## src/mem_pkg.sv

```systemverilog
`default_nettype none

package mem_pkg;

  // 64-bit address and data path
  typedef logic [63:0] dword_t;

  // one enable bit per byte lane
  typedef logic [7:0] byte_mask_t;

  // access width code
  typedef logic [1:0] size_t;

  localparam size_t SIZE_BYTE   = 2'd0;
  localparam size_t SIZE_HALF   = 2'd1;
  localparam size_t SIZE_WORD   = 2'd2;
  localparam size_t SIZE_DOUBLE = 2'd3;

  // byte offset inside a double word, addr[2:0]
  typedef logic [2:0] lane_sel_t;

  // one memory request as issued by the core
  typedef struct packed {
    logic   we;
    size_t  size;
    logic   zext;
    dword_t addr;
    dword_t wdata;
  } mem_req_t;

  // access sequencing
  typedef enum logic [1:0] {
    ST_IDLE,
    ST_ACCESS,
    ST_RESP
  } ctrl_state_t;

endpackage

`default_nettype wire

```

## src/load_extract.sv

```systemverilog
`default_nettype none

module load_extract (
  input  mem_pkg::mem_req_t cur_req,
  input  mem_pkg::dword_t   ram_rdata,
  output mem_pkg::dword_t   rdata
);

  import mem_pkg::*;

  lane_sel_t  offset;
  logic [5:0] bit_shift;
  dword_t     shifted;
  logic       sign_bit;

  assign offset    = cur_req.addr[2:0];
  assign bit_shift = {offset, 3'b000};

  // addressed lane down to bit 0
  assign shifted = ram_rdata >> bit_shift;

  // top bit of the kept part, forced low for unsigned loads
  always_comb begin
    case (cur_req.size)
      SIZE_BYTE:   sign_bit = shifted[7];
      SIZE_HALF:   sign_bit = shifted[15];
      SIZE_WORD:   sign_bit = shifted[31];
      default:     sign_bit = shifted[63];
    endcase
    if (cur_req.zext) begin
      sign_bit = 1'b0;
    end
  end

  // keep the access width, fill the rest with the extension bit
  always_comb begin
    case (cur_req.size)
      SIZE_BYTE: begin
        rdata = {{56{sign_bit}}, shifted[7:0]};
      end
      SIZE_HALF: begin
        rdata = {{48{sign_bit}}, shifted[15:0]};
      end
      SIZE_WORD: begin
        rdata = {{32{sign_bit}}, shifted[31:0]};
      end
      default: begin
        rdata = shifted;
      end
    endcase
  end

endmodule

`default_nettype wire

```

## config.mk

```make
export PLATFORM = sky130hd
export DESIGN_NAME = load_extract
export DESIGN_NICKNAME = d
export VERILOG_FILES = /design/src/mem_pkg.sv /design/src/load_extract.sv
export SDC_FILE = /design/constraint.sdc
export NUM_CORES = 1
export LEC_CHECK = 0
export BUFFER_PORTS_ARGS = -buffer_cell sky130_fd_sc_hd__clkbuf_2
export CORE_AREA = 2 2 100 102
export DETAILED_ROUTE_END_ITERATION = 10
export DIE_AREA = 0 0 102 104
export SLEW_MARGIN = 0
export SYNTH_ARGS = -nofsm -noshare
export SYNTH_HDL_FRONTEND = slang
export SYNTH_SLANG_ARGS = --single-unit
export TNS_END_PERCENT = 30
```

## constraint.sdc

```tcl
create_clock -name vclk -period 3.02
set_clock_uncertainty 0.05 [all_clocks]
set_input_delay 0.302 -clock vclk [all_inputs]
set_output_delay 0.302 -clock vclk [all_outputs]
set_load 0.005 [all_outputs]
```

# Word level (Yosys, flattened, before mapping)
# Index checks and enable logic that the tools add are counted.
[op_classes]
n_reduce_logical = 1
mul = 0
n_div = 0
shift = 1
n_bitwise = 0
magnitude_cmp = 0
addsub = 0
eq_ne = 2
muxes = 3
[ops]
columns = ["op", "count"]
rows = [
  ["64-bit case mux with 3 select lines", 1],
  ["64-bit by 6-bit right shift with 64-bit output", 1],
  ["2-bit by 1-bit == test with 1-bit output, second input constant", 1],
  ["2-bit == test, second input constant", 1],
  ["2-bit logical NOT", 1],
  ["1-bit case mux with 2 select lines", 1],
  ["1-bit 2-to-1 mux", 1],
]
[totals]
output_inout_bits = 64
n_memories = 0
input_bits = 196
latchBits = 0
elab_cells = 7
ram_bits = 0
register_bits = 0
romBits = 0

# Depth between registers and ports, before layout
[depth]
ltp_word = 4
depth_mapped = 8
mapped_depth_nobuf = 6

# Worst setup path after synthesis
# OpenSTA, ideal clock, no wires.
[synth_path]
path_kind = "input to output"
from = "input cur_req[66] (netlist name)"
to = "output rdata[55]"
path_stages = 8
slack_ns = 0.865
path_buffers = 3
required_time_ns = 2.668
arrival_ns = 1.803
cell_sequence = "buf_2 -> nand2b_1 -> clkbuf_1 -> nor2_1 -> o41ai_4 -> o311ai_4 -> buf_6 -> o22ai_1"
[synth_via]
elab_chain_len = 4
[synth_lines]
columns = ["item", "line_no", "rtl"]
rows = [
  ["start: declaration", "load_extract.sv:4", "input mem_pkg::mem_req_t cur_req,"],
  ["64-bit by 6-bit right shift with 64-bit output *", "load_extract.sv:20", "assign shifted = ram_rdata >> bit_shift;"],
  ["1-bit case mux with 2 select lines", "load_extract.sv:24", "case (cur_req.size)"],
  ["1-bit 2-to-1 mux", "load_extract.sv:30", "if (cur_req.zext) begin"],
  ["64-bit case mux with 3 select lines *", "load_extract.sv:37", "case (cur_req.size)"],
  ["end: declaration", "load_extract.sv:6", "output mem_pkg::dword_t rdata"],
]
# Mark *: on every way between the ends. The rest lies on a longest branch, timed or not.

# Final worst setup path
[layout_path]
from = "input cur_req[64] (netlist name)"
to = "output rdata[53]"
# Same word-level chain as after synthesis.

==> qor.csv <==
metric,value,unit
status,"finished, final reports clean",
leakagePower,1.49,nW
drc,0,
rows,36,
stdcell_count,553,
nClkBuffers,0,
syn_to_final_growth,33.9,%
synthAdderAreaFrac,0.0210,
worstSetupPathType,input pin to output port,
cts_hold_buf,0,
avgViaCountPerCell,5.37,
drive_gt1_frac,0.482,
hold_path_class,input pin to output port,
finalCritPeriodShare,0.864,
ir_drop,0.0000835,V
gr-usage-met3,0.0397,
post-cts-setup-buffer-count,0,
wirelength,10100,um
die_h,104,um
cts_resized,0,
synth_cell_types,37,
drtAntennaViolNets,0,
fill_cells,1037,
antenna_found_initial,1,
yosys.cell_count.top_type,mux2i_1,
portBuffers,134,
preCtsSetupSlack,436,ps
cap_violations,0,
finalSetupTns,0,ps
syn_avg_cell_area,7.91,um^2
fp.dieArea,10600,um^2
use_met2,0.286,
power.density,182,nW/um^2
required,2670,ps
grt_pass1_wl,15500,um
wl_per_cell,18.3,um
yosysTopAreaCell,mux4_2,
hpwl,7880,um
synth_area_leaders,"mux4_2 (21%), mux2i_1 (15%), o22ai_2 (6.8%), o21ai_1 (6.7%), nand2_1 (5.4%)",
fp.coreArea,9550,um^2
fin_crit,2610,ps
placed_area,3190,um^2
hold_slack,901,ps
synth_area,2380,um^2
finalPower,0.580,mW
syn_inst,301,
dpl.cell_count,552,
synth_top_area_frac,0.208,
synth_seq_area_share,0,
overflow,0,
fin_ws,411,ps
seq_cells,0,
start_kind,input pin,
synth-xor-area-share,0,
die_x,102,um
seq_area,0,um^2
fin_area,3190,um^2
synth_nets,501,
gp_congestion,0.845,
top_usage_layer,met2,
cp-end-kind,output port,
grt_use_met1,0.261,
synthMuxAreaShare,0.413,
setup_viol,0,
hold_viol,0,
grt.total_usage,0.180,
dr_total_vias,2968,
synth-simple-area-share,0.150,
synth_compound_area_frac,0.317,
max-slew-margin-rel,0.478,
grt_max_degree,56,
firstDrtPassIters,4,
first_iter_violations,136,
start_util,0.249,
critical_path.max_fanout,55,
maxSlewViolCount,0,
arrival,2260,ps
worst_pin_slew,782,ps
synth_top_family_by_area,multiplexers,
fmax,0.383,GHz
rsz0062_at_grt,no,
layout.nets,621,
pin_count,260,
first_global_vias,2828,
netlist_top_cells_count,"mux2i_1 (36), nand2_1 (34), o21ai_1 (32), mux4_2 (22), o22ai_1 (17)",
post-route-util,0.334,
yosysWarnings,0,
## where the power goes
part	switching [mW]	leakage (nW)	internal (mW)
logic	0.312	1.49	0.268
registers	0	0	0
clock network	0	0.00000634	0.0000000443
## placed cells by master, fill, tap and decap left out, drive strengths merged
cell type / synthesis / final
o21a: 5 / 5
inv: 13 / 13
clkbuf: 14 / 133
and2: 1 / 1
nor2: 13 / 13
nor3: 3 / 3
o41ai: 1 / 1
nor4: 1 / 1
a211oi: 14 / 14
and3: 8 / 8
diode: 0 / 1
nor2b: 10 / 10
o32ai: 1 / 1
ha: 4 / 4
nand3: 1 / 1
or2: 1 / 1
mux2i: 36 / 36
o22ai: 30 / 30
o2111ai: 1 / 1
o21ai: 44 / 44
mux2: 11 / 11
a2111oi: 1 / 1
mux4: 22 / 22
a21oi: 5 / 5
nand2: 34 / 34
o311ai: 1 / 1
nand2b: 4 / 4
buf: 20 / 19
o31a: 2 / 2
## path summary, 6_finish.rpt
path	start	to	slack, ps	depth (start not counted)
hold / removal	ram_rdata[57]	rdata[57]	900	4
setup / recovery	cur_req[64]	rdata[53]	410	8
## per-layer routing
layer | vias to the layer above | share of wire | wire length, um
met5 | - | 0 | 0
met4 | 0 | 0.0044 | 44
met3 | 4 | 0.10 | 1050
met2 | 167 | 0.44 | 4410
met1 | 1402 | 0.45 | 4590
li1 | 1395 | - | -
## critical path, stage by stage
cell       delay [ps]
buf_4             170
nor2b_1            70
a2111oi_1         730
o41ai_4           200
o311ai_4          130
buf_12            320
o22ai_2           140
clkbuf_2          170
## area by class of cell
cell class / instances / area, um^2 / share of cell area
Antenna cell: 1 / 2.50 / 0.000784
Timing Repair Buffer: 152 / 821 / 0.257
Inverter: 13 / 48.8 / 0.0153
Multi-Input combinational cell: 254 / 2150 / 0.675
Tap cell: 133 / 166 / 0.0522
## kinds of logic (layout without fill, tap and decap cells)
| group | Yosys count | after routing |
|---|---|---|
| muxes | 69 | 69 |
| and+or+nand+nor | 76 | 76 |
| adders and majority gates | 4 | 4 |
| buffers and inverters | 47 | 165 |
| AOI/OAI and AO/OA | 105 | 105 |
| other | 0 | 1 |
No activity file was read; power rests on OpenSTA's default activity.
