===== src/mem_pkg.sv =====
`default_nettype none

package mem_pkg;

  // 64-bit address and data path
  typedef logic [63:0] dword_t;

  // one enable bit per byte lane
  typedef logic [7:0] byte_mask_t;

  // access width code
  typedef logic [1:0] size_t;

  localparam size_t SIZE_BYTE   = 2'd0;
  localparam size_t SIZE_HALF   = 2'd1;
  localparam size_t SIZE_WORD   = 2'd2;
  localparam size_t SIZE_DOUBLE = 2'd3;

  // byte offset inside a double word, addr[2:0]
  typedef logic [2:0] lane_sel_t;

  // one memory request as issued by the core
  typedef struct packed {
    logic   we;
    size_t  size;
    logic   zext;
    dword_t addr;
    dword_t wdata;
  } mem_req_t;

  // access sequencing
  typedef enum logic [1:0] {
    ST_IDLE,
    ST_ACCESS,
    ST_RESP
  } ctrl_state_t;

endpackage

`default_nettype wire


===== src/mem_ctrl.sv =====
`default_nettype none

module mem_ctrl (
  input  logic              clk,
  input  logic              rst_n,
  input  logic              req,
  input  mem_pkg::mem_req_t req_in,
  input  logic              misaligned,
  output mem_pkg::mem_req_t cur_req,
  output logic              ram_en,
  output logic              ram_we,
  output logic              busy,
  output logic              done,
  output logic              err
);

  import mem_pkg::*;

  ctrl_state_t state_q;
  ctrl_state_t state_d;
  logic        accept;

  // new work is taken only from idle, a req while busy is dropped
  assign accept = req && (state_q == ST_IDLE);

  always_comb begin
    state_d = state_q;
    case (state_q)
      ST_IDLE: begin
        if (accept) begin
          state_d = ST_ACCESS;
        end
      end
      ST_ACCESS: begin
        state_d = ST_RESP;
      end
      ST_RESP: begin
        state_d = ST_IDLE;
      end
      default: begin
        state_d = ST_IDLE;
      end
    endcase
  end

  always_ff @(posedge clk or negedge rst_n) begin
    if (!rst_n) begin
      state_q <= ST_IDLE;
    end else begin
      state_q <= state_d;
    end
  end

  // request held stable for the whole access
  always_ff @(posedge clk) begin
    if (accept) begin
      cur_req <= req_in;
    end
  end

  // misaligned accesses never reach the RAM
  assign ram_en = (state_q == ST_ACCESS) && !misaligned;
  assign ram_we = (state_q == ST_ACCESS) && cur_req.we;

  assign busy = (state_q != ST_IDLE);

  // one-cycle response, err qualified by done
  assign done = (state_q == ST_RESP);
  assign err  = done && misaligned;

endmodule

`default_nettype wire


===== config.mk =====
export PLATFORM = sky130hd
export DESIGN_NAME = mem_ctrl
export DESIGN_NICKNAME = d
export VERILOG_FILES = /design/src/mem_pkg.sv /design/src/mem_ctrl.sv
export SDC_FILE = /design/constraint.sdc
export NUM_CORES = 1
export LEC_CHECK = 0
export ABC_AREA = 1
export BUFFER_PORTS_ARGS = -buffer_cell sky130_fd_sc_hd__buf_2
export CORE_ASPECT_RATIO = 0.8
export CORE_MARGIN = 2
export CORE_UTILIZATION = 37
export DETAILED_ROUTE_END_ITERATION = 8
export GPL_TIMING_DRIVEN = 0
export PLACE_DENSITY_LB_ADDON = 0.12
export SLEW_MARGIN = 20
export SYNTH_ARGS = -nofsm -noshare
export SYNTH_HDL_FRONTEND = slang
export SYNTH_SLANG_ARGS = --single-unit

===== constraint.sdc =====
create_clock -name clk -period 7.1 [get_ports clk]
set_clock_uncertainty 0.1 [all_clocks]
set_input_delay 0.355 -clock clk [delete_from_list [all_inputs] [get_ports clk]]
set_output_delay 0.355 -clock clk [all_outputs]
set_load 0.05 [all_outputs]

* After elaboration in Yosys (flattened, before gate mapping)
Index checks and enable logic that the tools add are counted.
** Operators by class
- Multiplexer cells :: 2
- Eq/ne operators :: 3
- Reductions and logical operators :: 7
** Operators by type and width (count)
- 1-bit logical AND :: 4
- 2-bit case mux with 2 select lines :: 1
- 2-bit by 1-bit equality test with 1-bit output, second input constant :: 1
- 2-bit equality test, second input constant :: 1
- 2-bit zero test :: 1
- 2-bit two-way mux :: 1
- 2-bit inequality test, second input constant :: 1
- 2-bit nonzero test :: 1
- 1-bit zero test :: 1
** Word-level totals
- Input port bits :: 136
- Flip-flop bits (word level) :: 134
- Word-level logic and storage cells :: 18
- Output and inout bits :: 137

* Longest topological paths before layout
- Depth after elaboration :: 4
- Gate-level depth with buffers :: 3

* Worst setup path before layout
Ideal clock, no wire load.
- Kind :: reg2reg
- From :: reg state_q[0]
- To :: reg cur_req[0] (netlist name) (enable)
- Required time :: 6.374 ns
- Period minus slack after synthesis :: 6.922 ns
- Cell stages (with the launch flop) :: 4
- Data arrival time :: 6.196 ns
- Library setup time :: 0.626 ns
- Setup slack :: 0.178 ns
- Path through :: dfrtp_1 inv_2 nand2_2 nor2_1
** On the way
- Word-level cells in the longest chain between the ends :: 2
** RTL lines
- start: declaration :: line mem_ctrl.sv:19 : ctrl_state_t state_q;
- start signal: assignment :: line mem_ctrl.sv:50 : state_q <= state_d;
- 2-bit zero test :: line mem_ctrl.sv:24 : assign accept = req && (state_q == ST_IDLE);
- 1-bit logical AND :: line mem_ctrl.sv:24
- named net accept :: line mem_ctrl.sv:21 : logic accept;
- end signal: assignment :: line mem_ctrl.sv:57 : cur_req <= req_in;
- end: declaration :: line mem_ctrl.sv:9 : output mem_pkg::mem_req_t cur_req,
The timed path passes the listed nets, and every way through them passes these cells.
A chain may end at the register's enable or synchronous reset.

* Final worst setup path
- From :: reg state_q[0]
- To :: reg cur_req[14] (netlist name) (enable)
Same word-level chain as after synthesis.

==> results.json <==
{
  "finalHoldViolCount": 0,
  "synth.cell_area_sq_um": 4080,
  "grt_antenna_before_repair": 1,
  "syn_to_final_growth_pct": 58.4,
  "synthesis.instances": 149,
  "drive_gt1_share_pct": 67.2,
  "worst_path_largest_cell_delay_ps": 430,
  "synth-xor-area-share_pct": 0,
  "timing.hold.worst_path_depth": 1,
  "ctsLongestPathBuffers": 2,
  "arrival_ps": 1820,
  "worst_ir_drop_on_vdd_uv": 276,
  "port_buf_inserts": 272,
  "routed-via-count": 2535,
  "p_per_area_nw_per_um2": 348,
  "achievable-frequency_mhz": 553,
  "detail_route.wirelength_mm": 9.39,
  "dr.first_iter.drc_count": 120,
  "clock_sink_count": 134,
  "placer_congestion": 0.742,
  "drcViolationCount": 0,
  "reg2reg_slack_ps": 5290,
  "synthMostInstantiatedCell": "sky130_fd_sc_hd__edfxtp_1",
  "worst-path-max-fanout": 25,
  "holdPathEnd": "cur_req[75]$_DFFE_PP_",
  "setup_violations": 0,
  "critPathCaptureType": "flop",
  "total_leakage_power_nw": 2.80,
  "cts_htree_levels": 4,
  "ys_seq_area_share_pct": 98.5,
  "grt_start_max_net_pins": 27,
  "routedWlPerCell_um": 15.4,
  "synth.area.mux_share_pct": 0,
  "die_area_sq_um": 11900,
  "number_of_clock_buffers_inserted_by_tritoncts": 17,
  "crit_path_cell_trace": "inv_2 > nand2_2 > nor2_4 > buf_16 > buf_16",
  "post-place-ws_ps": 5290,
  "timing.final.ws_setup_ps": 5290,
  "cap_viol_max_count": 0,
  "grt_overflow_total": 0,
  "synth.avg_cell_area_sq_um": 27.4,
  "hold_start": "req_in[75]",
  "r2r.worst_path.cells": 5,
  "detail-route-antenna-nets": 0,
  "worst_hold_slack_ps": 21.6,
  "slew_at_the_pin_closest_to_its_max_slew_limit_ps": 535,
  "tritoncts": "yes",
  "edff_count_synth": 132,
  "initial_utilization_pct": 37.7,
  "core_region_area_sq_um": 10800,
  "synth_simple_gate_area_share_pct": 0.860,
  "cp_common_cell": "sky130_fd_sc_hd__buf_16",
  "ys_async_sr_fraction_pct": 1.49,
  "synth_top_flop_cell": "sky130_fd_sc_hd__edfxtp_1",
  "synth_nets": 285,
  "largest_family_of_logic_cells_by_synthesized_area": "simple AND/OR/NAND/NOR gates",
  "grt_setup_unrepaired": "false",
  "synthesis.yosys.warnings": 0,
  "synth-compound-area-share_pct": 0,
  "stdcell_count": 609,
  "die_h_um": 97.9,
  "timing.max_slew.rel_slack_pct": 64.2,
  "post_synthesis_share_of_cell_area_spent_on_full_adders_half_adders_and_majority_gates_pct": 0,
  "post_synth_main_area_contributors": "sky130_fd_sc_hd__edfxtp_1 (97%), sky130_fd_sc_hd__dfrtp_1 (1.2%), sky130_fd_sc_hd__inv_1 (0.46%), sky130_fd_sc_hd__nor2_1 (0.46%), sky130_fd_sc_hd__nand2_2 (0.31%)",
  "grt_use_total_pct": 15.6,
  "worst-setup-path-type": "reg2reg",
  "place.detailed.instances": 571,
  "routed_via_density": 4.16,
  "die_width_um": 121,
  "insertion_delay_ps": 400,
  "slew_viol_final": 0,
  "yosys-top-cells-count": "sky130_fd_sc_hd__edfxtp_1 (132), sky130_fd_sc_hd__inv_1 (5), sky130_fd_sc_hd__nor2_1 (5)",
  "cts.root.buffer_cell": "sky130_fd_sc_hd__clkbuf_16",
  "crit_path_start_kind": "flop",
  "yosysUniqueCellTypes": 7,
  "first_global_vias": 2573,
  "synth.top_cell.area_share_pct": 97.3,
  "finish.net_count": 587,
  "synth.ff_latch_count": 134,
  "finalWorstPathRequiredPeriod_ps": 1810,
  "wire_length_of_the_first_global_routing_pass_mm": 13.4,
  "floorplan.io_pins": 273,
  "drtPass1Iterations": 4,
  "final.period_utilization_pct": 25.5,
  "worstPathRequired_ps": 7110,
  "worst_hold_path_type": "in2reg",
  "critical_path.reg2reg.startpoint": "state_q[0]$_DFFE_PN0P_",
  "std_cell_rows": 34,
  "post-dp-hpwl_mm": 7.02,
  "timing.rr.end": "cur_req[14]$_DFFE_PP_",
  "post_cts_buffers": 0,
  "status": "complete, no violations",
  "yosys.area.top_type": "sky130_fd_sc_hd__edfxtp_1",
  "cp_max_stage_cell": "sky130_fd_sc_hd__nor2_4",
  "clkSlewWorstSetupHoldPaths_ps": 60
}
[layer usage]
layer | GRT usage [%] | part of all wire [%] | vias to the layer above
met5 | 0 | 0 | -
met4 | 6.54 | 1.5 | 0
met3 | 9.46 | 14 | 12
met2 | 25.6 | 50 | 166
met1 | 16.0 | 35 | 1161
li1 | - | - | 1196
[how the worst max path moves through the flow]
stage	cells past startpoint	startpoint	end	slack, ps
6_report	5	state_q[0]$_DFFE_PN0P_	cur_req[14]$_DFFE_PP_	5290
3_3_place_gp	3	state_q[0]$_DFFE_PN0P_	cur_req[39]$_DFFE_PP_	-1760
3_5_place_dp	5	state_q[0]$_DFFE_PN0P_	cur_req[30]$_DFFE_PP_	5290
4_1_cts	5	state_q[0]$_DFFE_PN0P_	cur_req[14]$_DFFE_PP_	5280
2_1_floorplan	3	state_q[0]$_DFFE_PN0P_	cur_req[0]$_DFFE_PP_	180
5_1_grt	5	state_q[0]$_DFFE_PN0P_	cur_req[114]$_DFFE_PP_	5170
[sequential cells by signal, summed over array words and instances, names as in the netlist]
name and count:
state_q 2, cur_req 132
[metrics by stage]
stage,utilization [%],setup TNS (ps),total power [W],area [sq um]
final,59.7,0,0.00225,6460
after global routing,59.7,0,0.00233,6450
after CTS,59.4,0,0.00227,6410
after detailed placement,53.6,0,0.00137,5790
after global placement,52.0,-232310,0.00136,5620
after floorplan,-,0,0.00126,4080
[timing repair]
item / in CTS / in global routing
hold buffers: 1 / 4
resized for setup: 0 / 0
endpoints found under the hold margin: 2 / 4
[critical path, delay by kind of cell, from the launching register on]
kind,cells,cell delay [ps]
simple gates,2,510
buf+inv,3,500
flops,1,400
[final cells by class]
type                            instances  area (sq um)
Sequential cell                       134          4010
Fill cell                             841          4350
Tap cell                              144           180
Antenna cell                            1          2.50
Timing Repair Buffer                  283          1580
Inverter                                7          26.3
Multi-Input combinational cell          8          42.5
Clock inverter                         13           181
Clock buffer                           19           433
[logic make-up after synthesis]
group / count (synthesis)
flip-flops: 134
AND/OR/NAND/NOR: 8
buffers and inverters: 7
[cells in the final DEF, fill, tap and decap left out]
| master | netlist | layout |
|---|---|---|
| sky130_fd_sc_hd__buf_2 | 0 | 272 |
| sky130_fd_sc_hd__edfxtp_1 | 132 | 132 |
| sky130_fd_sc_hd__clkbuf_16 | 0 | 17 |
| sky130_fd_sc_hd__buf_16 | 0 | 6 |
| sky130_fd_sc_hd__inv_1 | 5 | 5 |
| sky130_fd_sc_hd__dlygate4sd3_1 | 0 | 5 |
| sky130_fd_sc_hd__nor2_1 | 5 | 4 |
| sky130_fd_sc_hd__clkinv_4 | 0 | 4 |
| sky130_fd_sc_hd__bufinv_16 | 0 | 4 |
| sky130_fd_sc_hd__clkinv_2 | 0 | 3 |
| sky130_fd_sc_hd__inv_2 | 2 | 2 |
| sky130_fd_sc_hd__nand2_2 | 2 | 2 |
| sky130_fd_sc_hd__clkbuf_1 | 0 | 2 |
| sky130_fd_sc_hd__dfrtp_1 | 2 | 2 |
| sky130_fd_sc_hd__diode_2 | 0 | 1 |
| sky130_fd_sc_hd__nand2_1 | 1 | 1 |
| sky130_fd_sc_hd__nor2_4 | 0 | 1 |
| sky130_fd_sc_hd__clkinv_1 | 0 | 1 |
| sky130_fd_sc_hd__clkinvlp_4 | 0 | 1 |
[power by group]
| part | leakage [nW] | total [W] | internal, W | switching [W] |
|---|---|---|---|---|
| clock network | 0.298 | 0.000896 | 0.000586 | 0.000310 |
| registers | 1.27 | 0.000966 | 0.000952 | 0.0000142 |
| logic | 1.23 | 0.000386 | 0.0000917 | 0.000294 |
| total | 2.80 | 0.00225 | 0.00163 | 0.000618 |
Power figures use the tool's default switching activity.
