`config.mk`:
```
export PLATFORM = sky130hd
export DESIGN_NAME = lane_steer
export DESIGN_NICKNAME = d
export VERILOG_FILES = /design/src/mem_pkg.sv /design/src/lane_steer.sv
export SDC_FILE = /design/constraint.sdc
export NUM_CORES = 1
export LEC_CHECK = 0
export ABC_AREA = 0
export BUFFER_PORTS_ARGS = -buffer_cell sky130_fd_sc_hd__buf_2
export CORE_ASPECT_RATIO = 0.8
export CORE_UTILIZATION = 34
export DETAILED_ROUTE_END_ITERATION = 8
export GPL_TIMING_DRIVEN = 0
export PLACE_DENSITY = 0.87
export SYNTH_ARGS = -nofsm -noshare
export SYNTH_HDL_FRONTEND = slang
export SYNTH_SLANG_ARGS = --single-unit
```
`constraint.sdc`:
```
create_clock -name vclk -period 1.1
set_clock_uncertainty 0.15 [all_clocks]
set_input_delay 0.055 -clock vclk [all_inputs]
set_output_delay 0.055 -clock vclk [all_outputs]
set_load 0.1 [all_outputs]
```
`src/mem_pkg.sv`:
```
`default_nettype none

package mem_pkg;

  // 64-bit address and data path
  typedef logic [63:0] dword_t;

  // one enable bit per byte lane
  typedef logic [7:0] byte_mask_t;

  // access width code
  typedef logic [1:0] size_t;

  localparam size_t SIZE_BYTE   = 2'd0;
  localparam size_t SIZE_HALF   = 2'd1;
  localparam size_t SIZE_WORD   = 2'd2;
  localparam size_t SIZE_DOUBLE = 2'd3;

  // byte offset inside a double word, addr[2:0]
  typedef logic [2:0] lane_sel_t;

  // one memory request as issued by the core
  typedef struct packed {
    logic   we;
    size_t  size;
    logic   zext;
    dword_t addr;
    dword_t wdata;
  } mem_req_t;

  // access sequencing
  typedef enum logic [1:0] {
    ST_IDLE,
    ST_ACCESS,
    ST_RESP
  } ctrl_state_t;

endpackage

`default_nettype wire

```
`src/lane_steer.sv`:
```
`default_nettype none

module lane_steer (
  input  mem_pkg::mem_req_t   cur_req,
  output mem_pkg::byte_mask_t mask,
  output mem_pkg::dword_t     lane_wdata,
  output logic                misaligned
);

  import mem_pkg::*;

  lane_sel_t  offset;
  byte_mask_t base_mask;
  logic [5:0] bit_shift;

  assign offset    = cur_req.addr[2:0];
  assign bit_shift = {offset, 3'b000};

  // lanes covered by the access when it starts at lane 0
  always_comb begin
    case (cur_req.size)
      SIZE_BYTE:   base_mask = 8'b0000_0001;
      SIZE_HALF:   base_mask = 8'b0000_0011;
      SIZE_WORD:   base_mask = 8'b0000_1111;
      default:     base_mask = 8'b1111_1111;
    endcase
  end

  // move the window up to the addressed lane
  assign mask = base_mask << offset;

  // offset must be a multiple of the access width
  always_comb begin
    case (cur_req.size)
      SIZE_BYTE:   misaligned = 1'b0;
      SIZE_HALF:   misaligned = offset[0];
      SIZE_WORD:   misaligned = |offset[1:0];
      default:     misaligned = |offset;
    endcase
  end

  // store data lines up with its lanes, unused lanes are masked off in the RAM
  assign lane_wdata = cur_req.wdata << bit_shift;

endmodule

`default_nettype wire

```
==> metrics.csv, run 1 <==
stage,metric,value,unit
floorplan,dieHeight,71.1,um
status,error_line,"[ERROR DPL-0038] Utilization greater than 100%, impossible to legalize",
yosys,synth.mux.area_fraction,40.4,%
place,gp_congestion,0.870,
yosys,synth_cell_types,30,
place,postPlaceCellArea,3810,sq um
status,status,aborted with a tool error,
yosys,ys_top_cells_by_area,"mux2i_1 32%, mux4_2 8.9%, nor2b_1 5.2%",
yosys,synth_xor_area_share,0,%
floorplan,top_level_ports,205,
yosys,synth_top_area_cell,mux2i_1,
place,portBuffers,138,
floorplan,num_rows,24,
status,lastStage,clock tree synthesis (4_1_cts),
yosys,ys_seq_area_share,0,%
clock_tree,cts_setup_buffers,22,
yosys,yosysTopAreaCellShare,31.5,%
yosys,synth_adder_area_share,0,%
floorplan,initial_core_util,36.2,%
yosys,synth_top_family_by_area,multiplexers,
yosys,synth.yosys.warnings,0,
yosys,synth_compound_area_share,31.2,%
yosys,syn_avg_cell_area,7.73,sq um
yosys,synth_area,2030,sq um
clock_tree,cts.hold.buffers_added,0,
clock_tree,cts_resized,402,
yosys,synth_nets,395,
place,dp_hpwl,7650,um
yosys,synthCells,263,
floorplan,die_w,88.4,um
yosys,synthSimpleGateAreaFrac,16.0,%
[metrics by stage]
step	utilization [%]	setup WS, ns	cells
after floorplan	-	-0.683	263
after detailed placement	67.8	-1.25	479
after global placement	67.8	-1.26	479
[cell usage after synthesis (all sizes together)]
| cell type | count |
|---|---|
| o21ai | 20 |
| and2 | 8 |
| mux4 | 8 |
| o32a | 1 |
| o221ai | 8 |
| or2 | 1 |
| a2bb2oi | 8 |
| a211oi | 11 |
| o22a | 9 |
| o21a | 10 |
| mux2i | 64 |
| nor2 | 24 |
| nor3b | 1 |
| a21oi | 3 |
| buf | 24 |
| nor2b | 17 |
| nor3 | 1 |
| a221oi | 8 |
| o22ai | 8 |
| nand2 | 9 |
| nand2b | 3 |
| clkbuf | 8 |
| inv | 9 |
[cells by family after synthesis]
| group | Yosys count |
|---|---|
| buf+inv | 41 |
| mux | 72 |
| compound gates | 86 |
| simple gates | 64 |
==> run 2, diff against run 1 <==
--- a/config.mk
+++ b/config.mk
@@ -7,11 +7,11 @@
 export LEC_CHECK = 0
 export ABC_AREA = 0
 export BUFFER_PORTS_ARGS = -buffer_cell sky130_fd_sc_hd__buf_2
-export CORE_ASPECT_RATIO = 0.8
-export CORE_UTILIZATION = 34
+export CORE_AREA = 2 2 79 81
 export DETAILED_ROUTE_END_ITERATION = 8
+export DIE_AREA = 0 0 81 83
 export GPL_TIMING_DRIVEN = 0
-export PLACE_DENSITY = 0.87
+export PLACE_DENSITY_LB_ADDON = 0.15
 export SYNTH_ARGS = -nofsm -noshare
 export SYNTH_HDL_FRONTEND = slang
 export SYNTH_SLANG_ARGS = --single-unit
==> constraint.sdc (replaced) <==
create_clock -name vclk -period 1.4
set_clock_uncertainty 0.15 [all_clocks]
set_input_delay 0.07 -clock vclk [all_inputs]
set_output_delay 0.07 -clock vclk [all_outputs]
set_load 0.1 [all_outputs]
==> run 2 against run 1 <==
Compared with the run above:
- the flow now finishes, with violations (negative setup slack)
- synthesized cell count is the same
- synthesized area is the same
==> metrics.csv, run 2 <==
stage,metric,value,unit,change
route,antenna_left,0,,
worst_setup_path,start_kind,input pin,,
finish,drive_gt1_share,79.2,%,
route,drt_first_iter_violations,486,,
finish,n_fill_cell,119,,
place,post-place-ws,-0.950,ns,+0.297 ns
timing,slew_violations,0,,
finish,areaGrowthSynthToFinish,174,%,
timing,fin_crit,1.60,ns,
yosys,synthCells,263,,unchanged
route,drcViolationCount,0,,
timing,fmax,625,MHz,
route,via_per_inst,7.58,,
status,violations,negative setup slack,,
yosys,ys_seq_area_share,0,%,unchanged
route,met3_length,2890,um,
place,dp_hpwl,7500,um,-2.0%
route,highest_layer,met4,,
worst_setup_path,slowest_stage,o22ai_1,,
finish,layout_common_cells,"66 x buf_2, 55 x buf_12, 33 x mux2i_1, 31 x buf_4, 27 x mux2i_4",,
global_route,grt_max_degree,11,,
global_route,grt_pass1_wl,20300,um,
worst_setup_path,cp_num_buf_inv,2,,
timing,setup_viol,60,,
worst_setup_path,crit_chain,"buf_8, nand2b_1, o22ai_1, o21a_4, buf_8",,
floorplan,num_rows,28,,+17%
job,drv_cap,0,,
route,drt_first_pass_iters,5,,
yosys,synth.yosys.warnings,0,,unchanged
worst_setup_path,required,1.18,ns,
finish,antenna_cells,0,,
route,wl_per_cell,37.6,um,
yosys,synth_top_area_cell,mux2i_1,,
yosys,syn_avg_cell_area,7.73,sq um,unchanged
power_and_ir_drop,power-per-cell-area,683,nW/um^2,
timing,fin_crit_sh,114,%,
finish,instances_no_fill,502,,
yosys,synth_nets,395,,unchanged
route,wl_met1,5730,um,
place,placed_cells,476,,-0.63%
worst_setup_path,critPathMostFrequentCell,buf_8,,
global_route,grt_pass1_vias,3477,,
yosys,yosysTopAreaCellShare,31.5,%,unchanged
worst_setup_path,critPathMaxFanout,9,,
finish,fin_nets,561,,
timing,holdWs,0.447,ns,
status,status,finished with violations,,
worst_setup_path,critical-path-max-stage-delay,0.44,ns,
power_and_ir_drop,power,0.00381,W,
finish,regArea,0,sq um,
finish,nFlopsAndLatches,0,,
worst_setup_path,critical_path_arrival,1.38,ns,
min_path,hold_class,in2out,,
worst_setup_path,cpLargestDelayFamily,compound AO/OA/AOI/OAI gates,,
floorplan,die-area,6720,sq um,
timing,tns,-4.04,ns,
place,gp_congestion,0.820,,-5.7%
worst_setup_path,endpoint_kind,output pin,,
timing,worst_slew_pin_slew,0.556,ns,
yosys,synth.most_common_cell,mux2i_1,,
route,wl_met2,8110,um,
finish,clkbuf_count,0,,
power_and_ir_drop,power.leakage,2.25,nW,
floorplan,core_area,5820,sq um,
timing,hold_viol,0,,
yosys,synthTopCellsByCount,"64 x mux2i_1, 23 x nor2_1, 19 x o21ai_0, 17 x nor2b_1, 11 x a211oi_1",,
yosys,synth_area,2030,sq um,unchanged
timing,maxSlewHeadroom,62.7,%,
worst_setup_path,critical_path_class,in2out,,
floorplan,top_level_ports,205,,unchanged
finish,layout_commonest_cell,buf_2,,
global_route,grt-ovfl-total,0,,
route,via_count,3806,,
place,portBuffers,138,,unchanged
yosys,synth_cell_types,30,,unchanged
clock_tree,cts.hold.buffers_added,0,,unchanged
floorplan,die_w,81,um,-8.4%
power_and_ir_drop,vdd_drop_max,0.000604,V,
floorplan,dieHeight,83,um,+17%
yosys,ys_top_cells_by_area,"mux2i_1 32%, mux4_2 8.9%, nor2b_1 5.2%",,
timing,worst_slack,-0.199,ns,
global_route,grt_usage,39.8,%,
floorplan,initial_core_util,34.9,%,-1.2 points
global_route,antenna_found_initial,0,,
timing,rsz0062_at_grt,yes,,
finish,multi_input_area,3070,sq um,
route,drt-total-wl,18900,um,
[run 2: cell counts after synthesis]
No cell type changed its count.
[run 2: layout make-up]
class / count / share of cell area, %
inverter: 9 / 0.606
multi-input combinational: 222 / 55.0
tap: 75 / 1.68
timing repair buffer: 165 / 33.5
buffer: 31 / 9.18
[run 2: worst paths after layout]
check	start	to	slack (ns)	cells past startpoint
setup / recovery	cur_req[66]	lane_wdata[36]	-0.20	5
hold / removal	cur_req[3]	lane_wdata[3]	0.45	3
[run 2: worst min-delay path, cell delays in order]
cell and delay, ns:
buf_2 0.14, and2_4 0.15, buf_12 0.16
[run 2: power breakdown]
| group | total [W] | internal, W | switching, W |
|---|---|---|---|
| Combinational | 0.00381 | 0.00139 | 0.00242 |
| Clock | 0 | 0 | 0 |
| Sequential | 0 | 0 | 0 |
| Total | 0.00381 | 0.00139 | 0.00242 |
[run 2: kinds of logic after synthesis]
logic type | synth area share [%]
AOI/OAI and AO/OA | 31.2
muxes | 40.4
buffers and inverters | 12.4
and+or+nand+nor | 16.0
[run 2: repair_timing]
item,4_1_cts,5_1_grt
setup buffers,19,0
gates cloned,5,3
endpoints found under the setup margin,73,59
pin swaps,17,12
resized for setup,277,86
[run 2: stage by stage]
step                cell area (sq um)  util (%)
global route                     5570      95.8
detailed placement               3720      64.0
floorplan                        2940         -
global placement                 3720      64.0
CTS                              5170      88.8
finish                           5570      95.8
[run 2: layer usage]
| layer | GRT usage, % | vias to the layer above |
|---|---|---|
| met5 | 0 | - |
| met4 | 21.6 | 0 |
| met3 | 8.59 | 206 |
| met2 | 64.8 | 496 |
| met1 | 47.8 | 1755 |
| li1 | - | 1349 |
No activity file was read; power rests on OpenSTA's default activity.
==> run 3, diff against run 2 <==
--- a/config.mk
+++ b/config.mk
@@ -5,11 +5,11 @@
 export SDC_FILE = /design/constraint.sdc
 export NUM_CORES = 1
 export LEC_CHECK = 0
-export ABC_AREA = 0
+export ABC_AREA = 1
 export BUFFER_PORTS_ARGS = -buffer_cell sky130_fd_sc_hd__buf_2
-export CORE_AREA = 2 2 79 81
+export CORE_AREA = 2 2 80 82
 export DETAILED_ROUTE_END_ITERATION = 8
-export DIE_AREA = 0 0 81 83
+export DIE_AREA = 0 0 82 84
 export GPL_TIMING_DRIVEN = 0
 export PLACE_DENSITY_LB_ADDON = 0.15
 export SYNTH_ARGS = -nofsm -noshare
==> run 3 against run 2 <==
Compared with the run above:
- the run now ends clean
- sequential share of layout area did not move
- total power fell by 27%
- combinational power fell by 27%
- maximum frequency rose by 16%
- first-iteration DRC count fell by 21%
- via count fell by 1.8%
==> metrics.csv, run 3 <==
stage,metric,value,unit,change
global_route,grt_usage,31.8,%,-8.0 points
status,status,"complete, no violations",,
worst_setup_path,slowest_stage,nand3_1,,
yosys,synth.most_common_cell,nand2_1,,
worst_setup_path,critPathMaxFanout,10,,+1
power_and_ir_drop,p_comb_share,100.0,%,about the same
finish,postLayoutCoreUtil,64.9,%,-31 points
yosys,synth_top_area_cell,nand2_1,,
finish,multi_input_area,2120,sq um,-31%
worst_setup_path,critical-path-max-stage-delay,0.17,ns,-0.27 ns
timing,maxSlewHeadroom,64.1,%,+1.4 points
finish,nFlopsAndLatches,0,,unchanged
place,dp_hpwl,8900,um,+19%
power_and_ir_drop,clkPwrFrac,0,%,unchanged
global_route,antenna_found_initial,0,,unchanged
min_path,hold_class,in2out,,
yosys,ys_seq_area_share,0,%,unchanged
route,wl_per_cell,16.3,um,-57%
job,drv_cap,0,,unchanged
floorplan,die-area,6890,sq um,+2.5%
finish,layout_commonest_cell,nand2_1,,
finish,clkbuf_count,0,,unchanged
finish,layout_common_cells,"184 x nand2_1, 135 x nand3_1, 68 x buf_2, 48 x nand2_2, 39 x buf_6",,
finish,antenna_cells,0,,unchanged
yosys,synthTopCellsByCount,"232 x nand2_1, 138 x nand3_1, 29 x inv_1, 26 x nor2_1, 12 x a21oi_1",,
worst_setup_path,crit_chain,"buf_4, inv_6, buf_8, nand3_1, nand2_2, nand2_2, nand2_2, buf_12",,
worst_setup_path,critPathMostFrequentCell,nand2_2,,
power_and_ir_drop,switching_share,71.4,%,+8.0 points
global_route,grt_pass1_vias,3445,,-0.92%
floorplan,die_w,82,um,+1.2%
timing,tns,0,ns,+4.04 ns
timing,hold_viol,0,,unchanged
power_and_ir_drop,p_sw,0.00199,W,-18%
finish,areaGrowthSynthToFinish,89.3,%,
floorplan,initial_core_util,34.3,%,-0.64 points
yosys,synth_cell_types,16,,-47%
route,drt_first_iter_violations,384,,-21%
yosys,synth_nets,612,,+55%
floorplan,num_rows,29,,+3.6%
finish,regArea,0,sq um,unchanged
yosys,synthCells,480,,+83%
floorplan,core_area,6100,sq um,+4.8%
route,drcViolationCount,0,,unchanged
worst_setup_path,endpoint_kind,output pin,,
floorplan,dieHeight,84,um,+1.2%
route,drt_first_pass_iters,5,,unchanged
timing,setup_viol,0,,-100%
yosys,syn_avg_cell_area,4.36,sq um,-44%
worst_setup_path,critical_path_arrival,1.16,ns,-0.22 ns
global_route,grt-ovfl-total,0,,unchanged
yosys,synth.yosys.warnings,0,,unchanged
place,placed_cells,697,,+46%
power_and_ir_drop,power-per-cell-area,703,nW/um^2,+2.9%
route,via_count,3739,,-1.8%
route,via_per_inst,5.34,,-30%
timing,slew_violations,0,,unchanged
clock_tree,cts.hold.buffers_added,0,,unchanged
power_and_ir_drop,p_int,0.000795,W,-43%
power_and_ir_drop,vdd_drop_max,0.000617,V,+2.2%
route,drt-total-wl,11400,um,-39%
route,antenna_left,0,,unchanged
power_and_ir_drop,power.leakage,2.16,nW,-3.9%
place,portBuffers,140,,+1.4%
global_route,grt_pass1_wl,17400,um,-14%
timing,fin_crit,1.38,ns,-0.224 ns
worst_setup_path,critical_path_class,in2out,,
yosys,synth_area,2090,sq um,+2.9%
floorplan,top_level_ports,205,,unchanged
yosys,ys_top_cells_by_area,"nand2_1 42%, nand3_1 33%, inv_1 5.2%",,
place,gp_congestion,0.913,,+11%
finish,drive_gt1_share,43.8,%,-35 points
finish,n_fill_cell,603,,+410%
finish,fin_nets,757,,+35%
timing,fmax,727,MHz,+16%
yosys,yosysTopAreaCellShare,41.7,%,+10 points
worst_setup_path,start_kind,input pin,,
global_route,grt_max_degree,11,,unchanged
worst_setup_path,required,1.18,ns,about the same
timing,fin_crit_sh,98.3,%,-16 points
finish,instances_no_fill,700,,+39%
power_and_ir_drop,seq_power_share,0,%,unchanged
timing,worst_slew_pin_slew,0.538,ns,-0.0179 ns
## run 3: changes by cell type in the layout (fill, tap and decap cells not counted), moves of 10 or more
cell,before,now
buf_12,55,18
inv_1,9,29
buf_6,13,39
o21ai_4,10,0
nand2_2,7,48
nand3_1,0,135
mux2i_1,33,0
nand2_1,2,184
mux2i_4,27,0
## run 3: timing repair
action                     in CTS  in global routing
setup buffers                   1                  0
gates cloned                    0                  2
resized for setup             165                 68
pin swaps                       2                 12
setup endpoints to repair      73                 61
## run 3: final timing paths
check,startpoint,to,slack (ns),cells past startpoint
hold / removal,cur_req[0],lane_wdata[32],0.43,4
setup / recovery,cur_req[65],lane_wdata[49],0.02,8
## run 3: metrics by stage
| step | cell area, sq um | hold WS [ns] | power, W | worst slack [ns] |
|---|---|---|---|---|
| after floorplan | 2380 | 0.189 | 0.00187 | -0.299 |
| after global placement | 3180 | 0.484 | 0.00232 | -0.422 |
| after detailed placement | 3180 | 0.485 | 0.00232 | -0.432 |
| after CTS | 3700 | 0.428 | 0.00263 | -0.0332 |
| after global routing | 3960 | 0.448 | 0.00290 | -0.0216 |
| final | 3960 | 0.431 | 0.00278 | 0.0243 |
## run 3: area by class of cell
cell class         count  area share (%)
plain buffers         35            7.36
multi-input cells    414            53.5
well taps             77            2.43
repair buffers       142            33.3
inverters             32            3.35
## run 3: logic make-up after synthesis
family	count (synthesis)	share of synthesized area, %
AO/OA/AOI/OAI	14	3.47
buffers and inverters	67	16.0
AND/OR/NAND/NOR	399	80.5
## run 3: worst max-delay path, delay by kind of cell
family | cells | cell delay (ns)
buffers and inverters | 4 | 0.59
AND/OR/NAND/NOR | 4 | 0.47
## run 3: power by group through the flow
stage | Sequential (W) | Clock [W] | Combinational [W]
finish | 0 | 0 | 0.00278
global placement | 0 | 0 | 0.00232
global route | 0 | 0 | 0.00290
detailed placement | 0 | 0 | 0.00232
CTS | 0 | 0 | 0.00263
floorplan | 0 | 0 | 0.00187
## run 3: routing by layer
metal  GRT usage, %  vias up  share of wire, %
met3           1.84       13               7.6
met4           3.94        0               1.1
met1           46.5     1684                45
met5              0        -                 0
li1               -     1831                 -
met2           52.0      211                46
==> run 4, diff against run 3 <==
--- a/config.mk
+++ b/config.mk
@@ -5,11 +5,10 @@
 export SDC_FILE = /design/constraint.sdc
 export NUM_CORES = 1
 export LEC_CHECK = 0
-export ABC_AREA = 1
 export BUFFER_PORTS_ARGS = -buffer_cell sky130_fd_sc_hd__buf_2
-export CORE_AREA = 2 2 80 82
+export CORE_MARGIN = 5
+export CORE_UTILIZATION = 38
 export DETAILED_ROUTE_END_ITERATION = 8
-export DIE_AREA = 0 0 82 84
 export GPL_TIMING_DRIVEN = 0
 export PLACE_DENSITY_LB_ADDON = 0.15
 export SYNTH_ARGS = -nofsm -noshare
==> run 4 against run 3 <==
Compared with the run above:
- synthesized area is 2.8% lower
- the flow now stops in clock tree synthesis (4_1_cts)
- synthesized cell count is 45% lower
==> metrics.csv, run 4 <==
stage,metric,value,unit,change
floorplan,die_w,83.1,um,+1.4%
status,error_line,[ERROR DPL-0033] detailed placement checks failed during check placement.,,
floorplan,dieHeight,83.1,um,-1.0%
status,lastStage,clock tree synthesis (4_1_cts),,
yosys,ys_seq_area_share,0,%,unchanged
yosys,synth_nets,395,,-35%
clock_tree,cts.hold.buffers_added,0,,unchanged
place,portBuffers,138,,-1.4%
yosys,synth.most_common_cell,mux2i_1,,
yosys,synth_top_area_cell,mux2i_1,,
place,dp_hpwl,7560,um,-15%
yosys,synthTopCellsByCount,"64 x mux2i_1, 23 x nor2_1, 19 x o21ai_0, 17 x nor2b_1, 11 x a211oi_1",,
yosys,synth_cell_types,30,,+14
yosys,synthCells,263,,-45%
clock_tree,cts_resized,271,,+64%
place,gp_congestion,0.852,,-6.6%
floorplan,top_level_ports,205,,unchanged
yosys,yosysTopAreaCellShare,31.5,%,-10 points
floorplan,num_rows,26,,-10%
yosys,synth_area,2030,sq um,-2.8%
yosys,syn_avg_cell_area,7.73,sq um,+77%
floorplan,initial_core_util,39.5,%,+5.2 points
yosys,ys_top_cells_by_area,"mux2i_1 32%, mux4_2 8.9%, nor2b_1 5.2%",,
clock_tree,cts_setup_buffers,19,,+18
place,postPlaceCellArea,3720,sq um,+17%
status,status,aborted with a tool error,,
yosys,synth.yosys.warnings,0,,unchanged
## run 4: cell count changes after synthesis, moves of 17 or more
cell     before  now
nand2_1     232    9
nand3_1     138    0
mux2i_1       0   64
inv_1        29    9
o21ai_0       1   19
nor2b_1       0   17
## run 4: logic make-up after synthesis
family | Yosys count | synth area share, %
and+or+nand+nor | 64 | 16.0
buffers and inverters | 41 | 12.4
AOI/OAI and AO/OA | 86 | 31.2
muxes | 72 | 40.4
## run 4: stage by stage
stage          worst slack, ns  utilization [%]  std cells
3_5_place_dp             -1.04             72.3        471
3_3_place_gp            -0.968             72.3        471
2_1_floorplan           -0.413                -        263
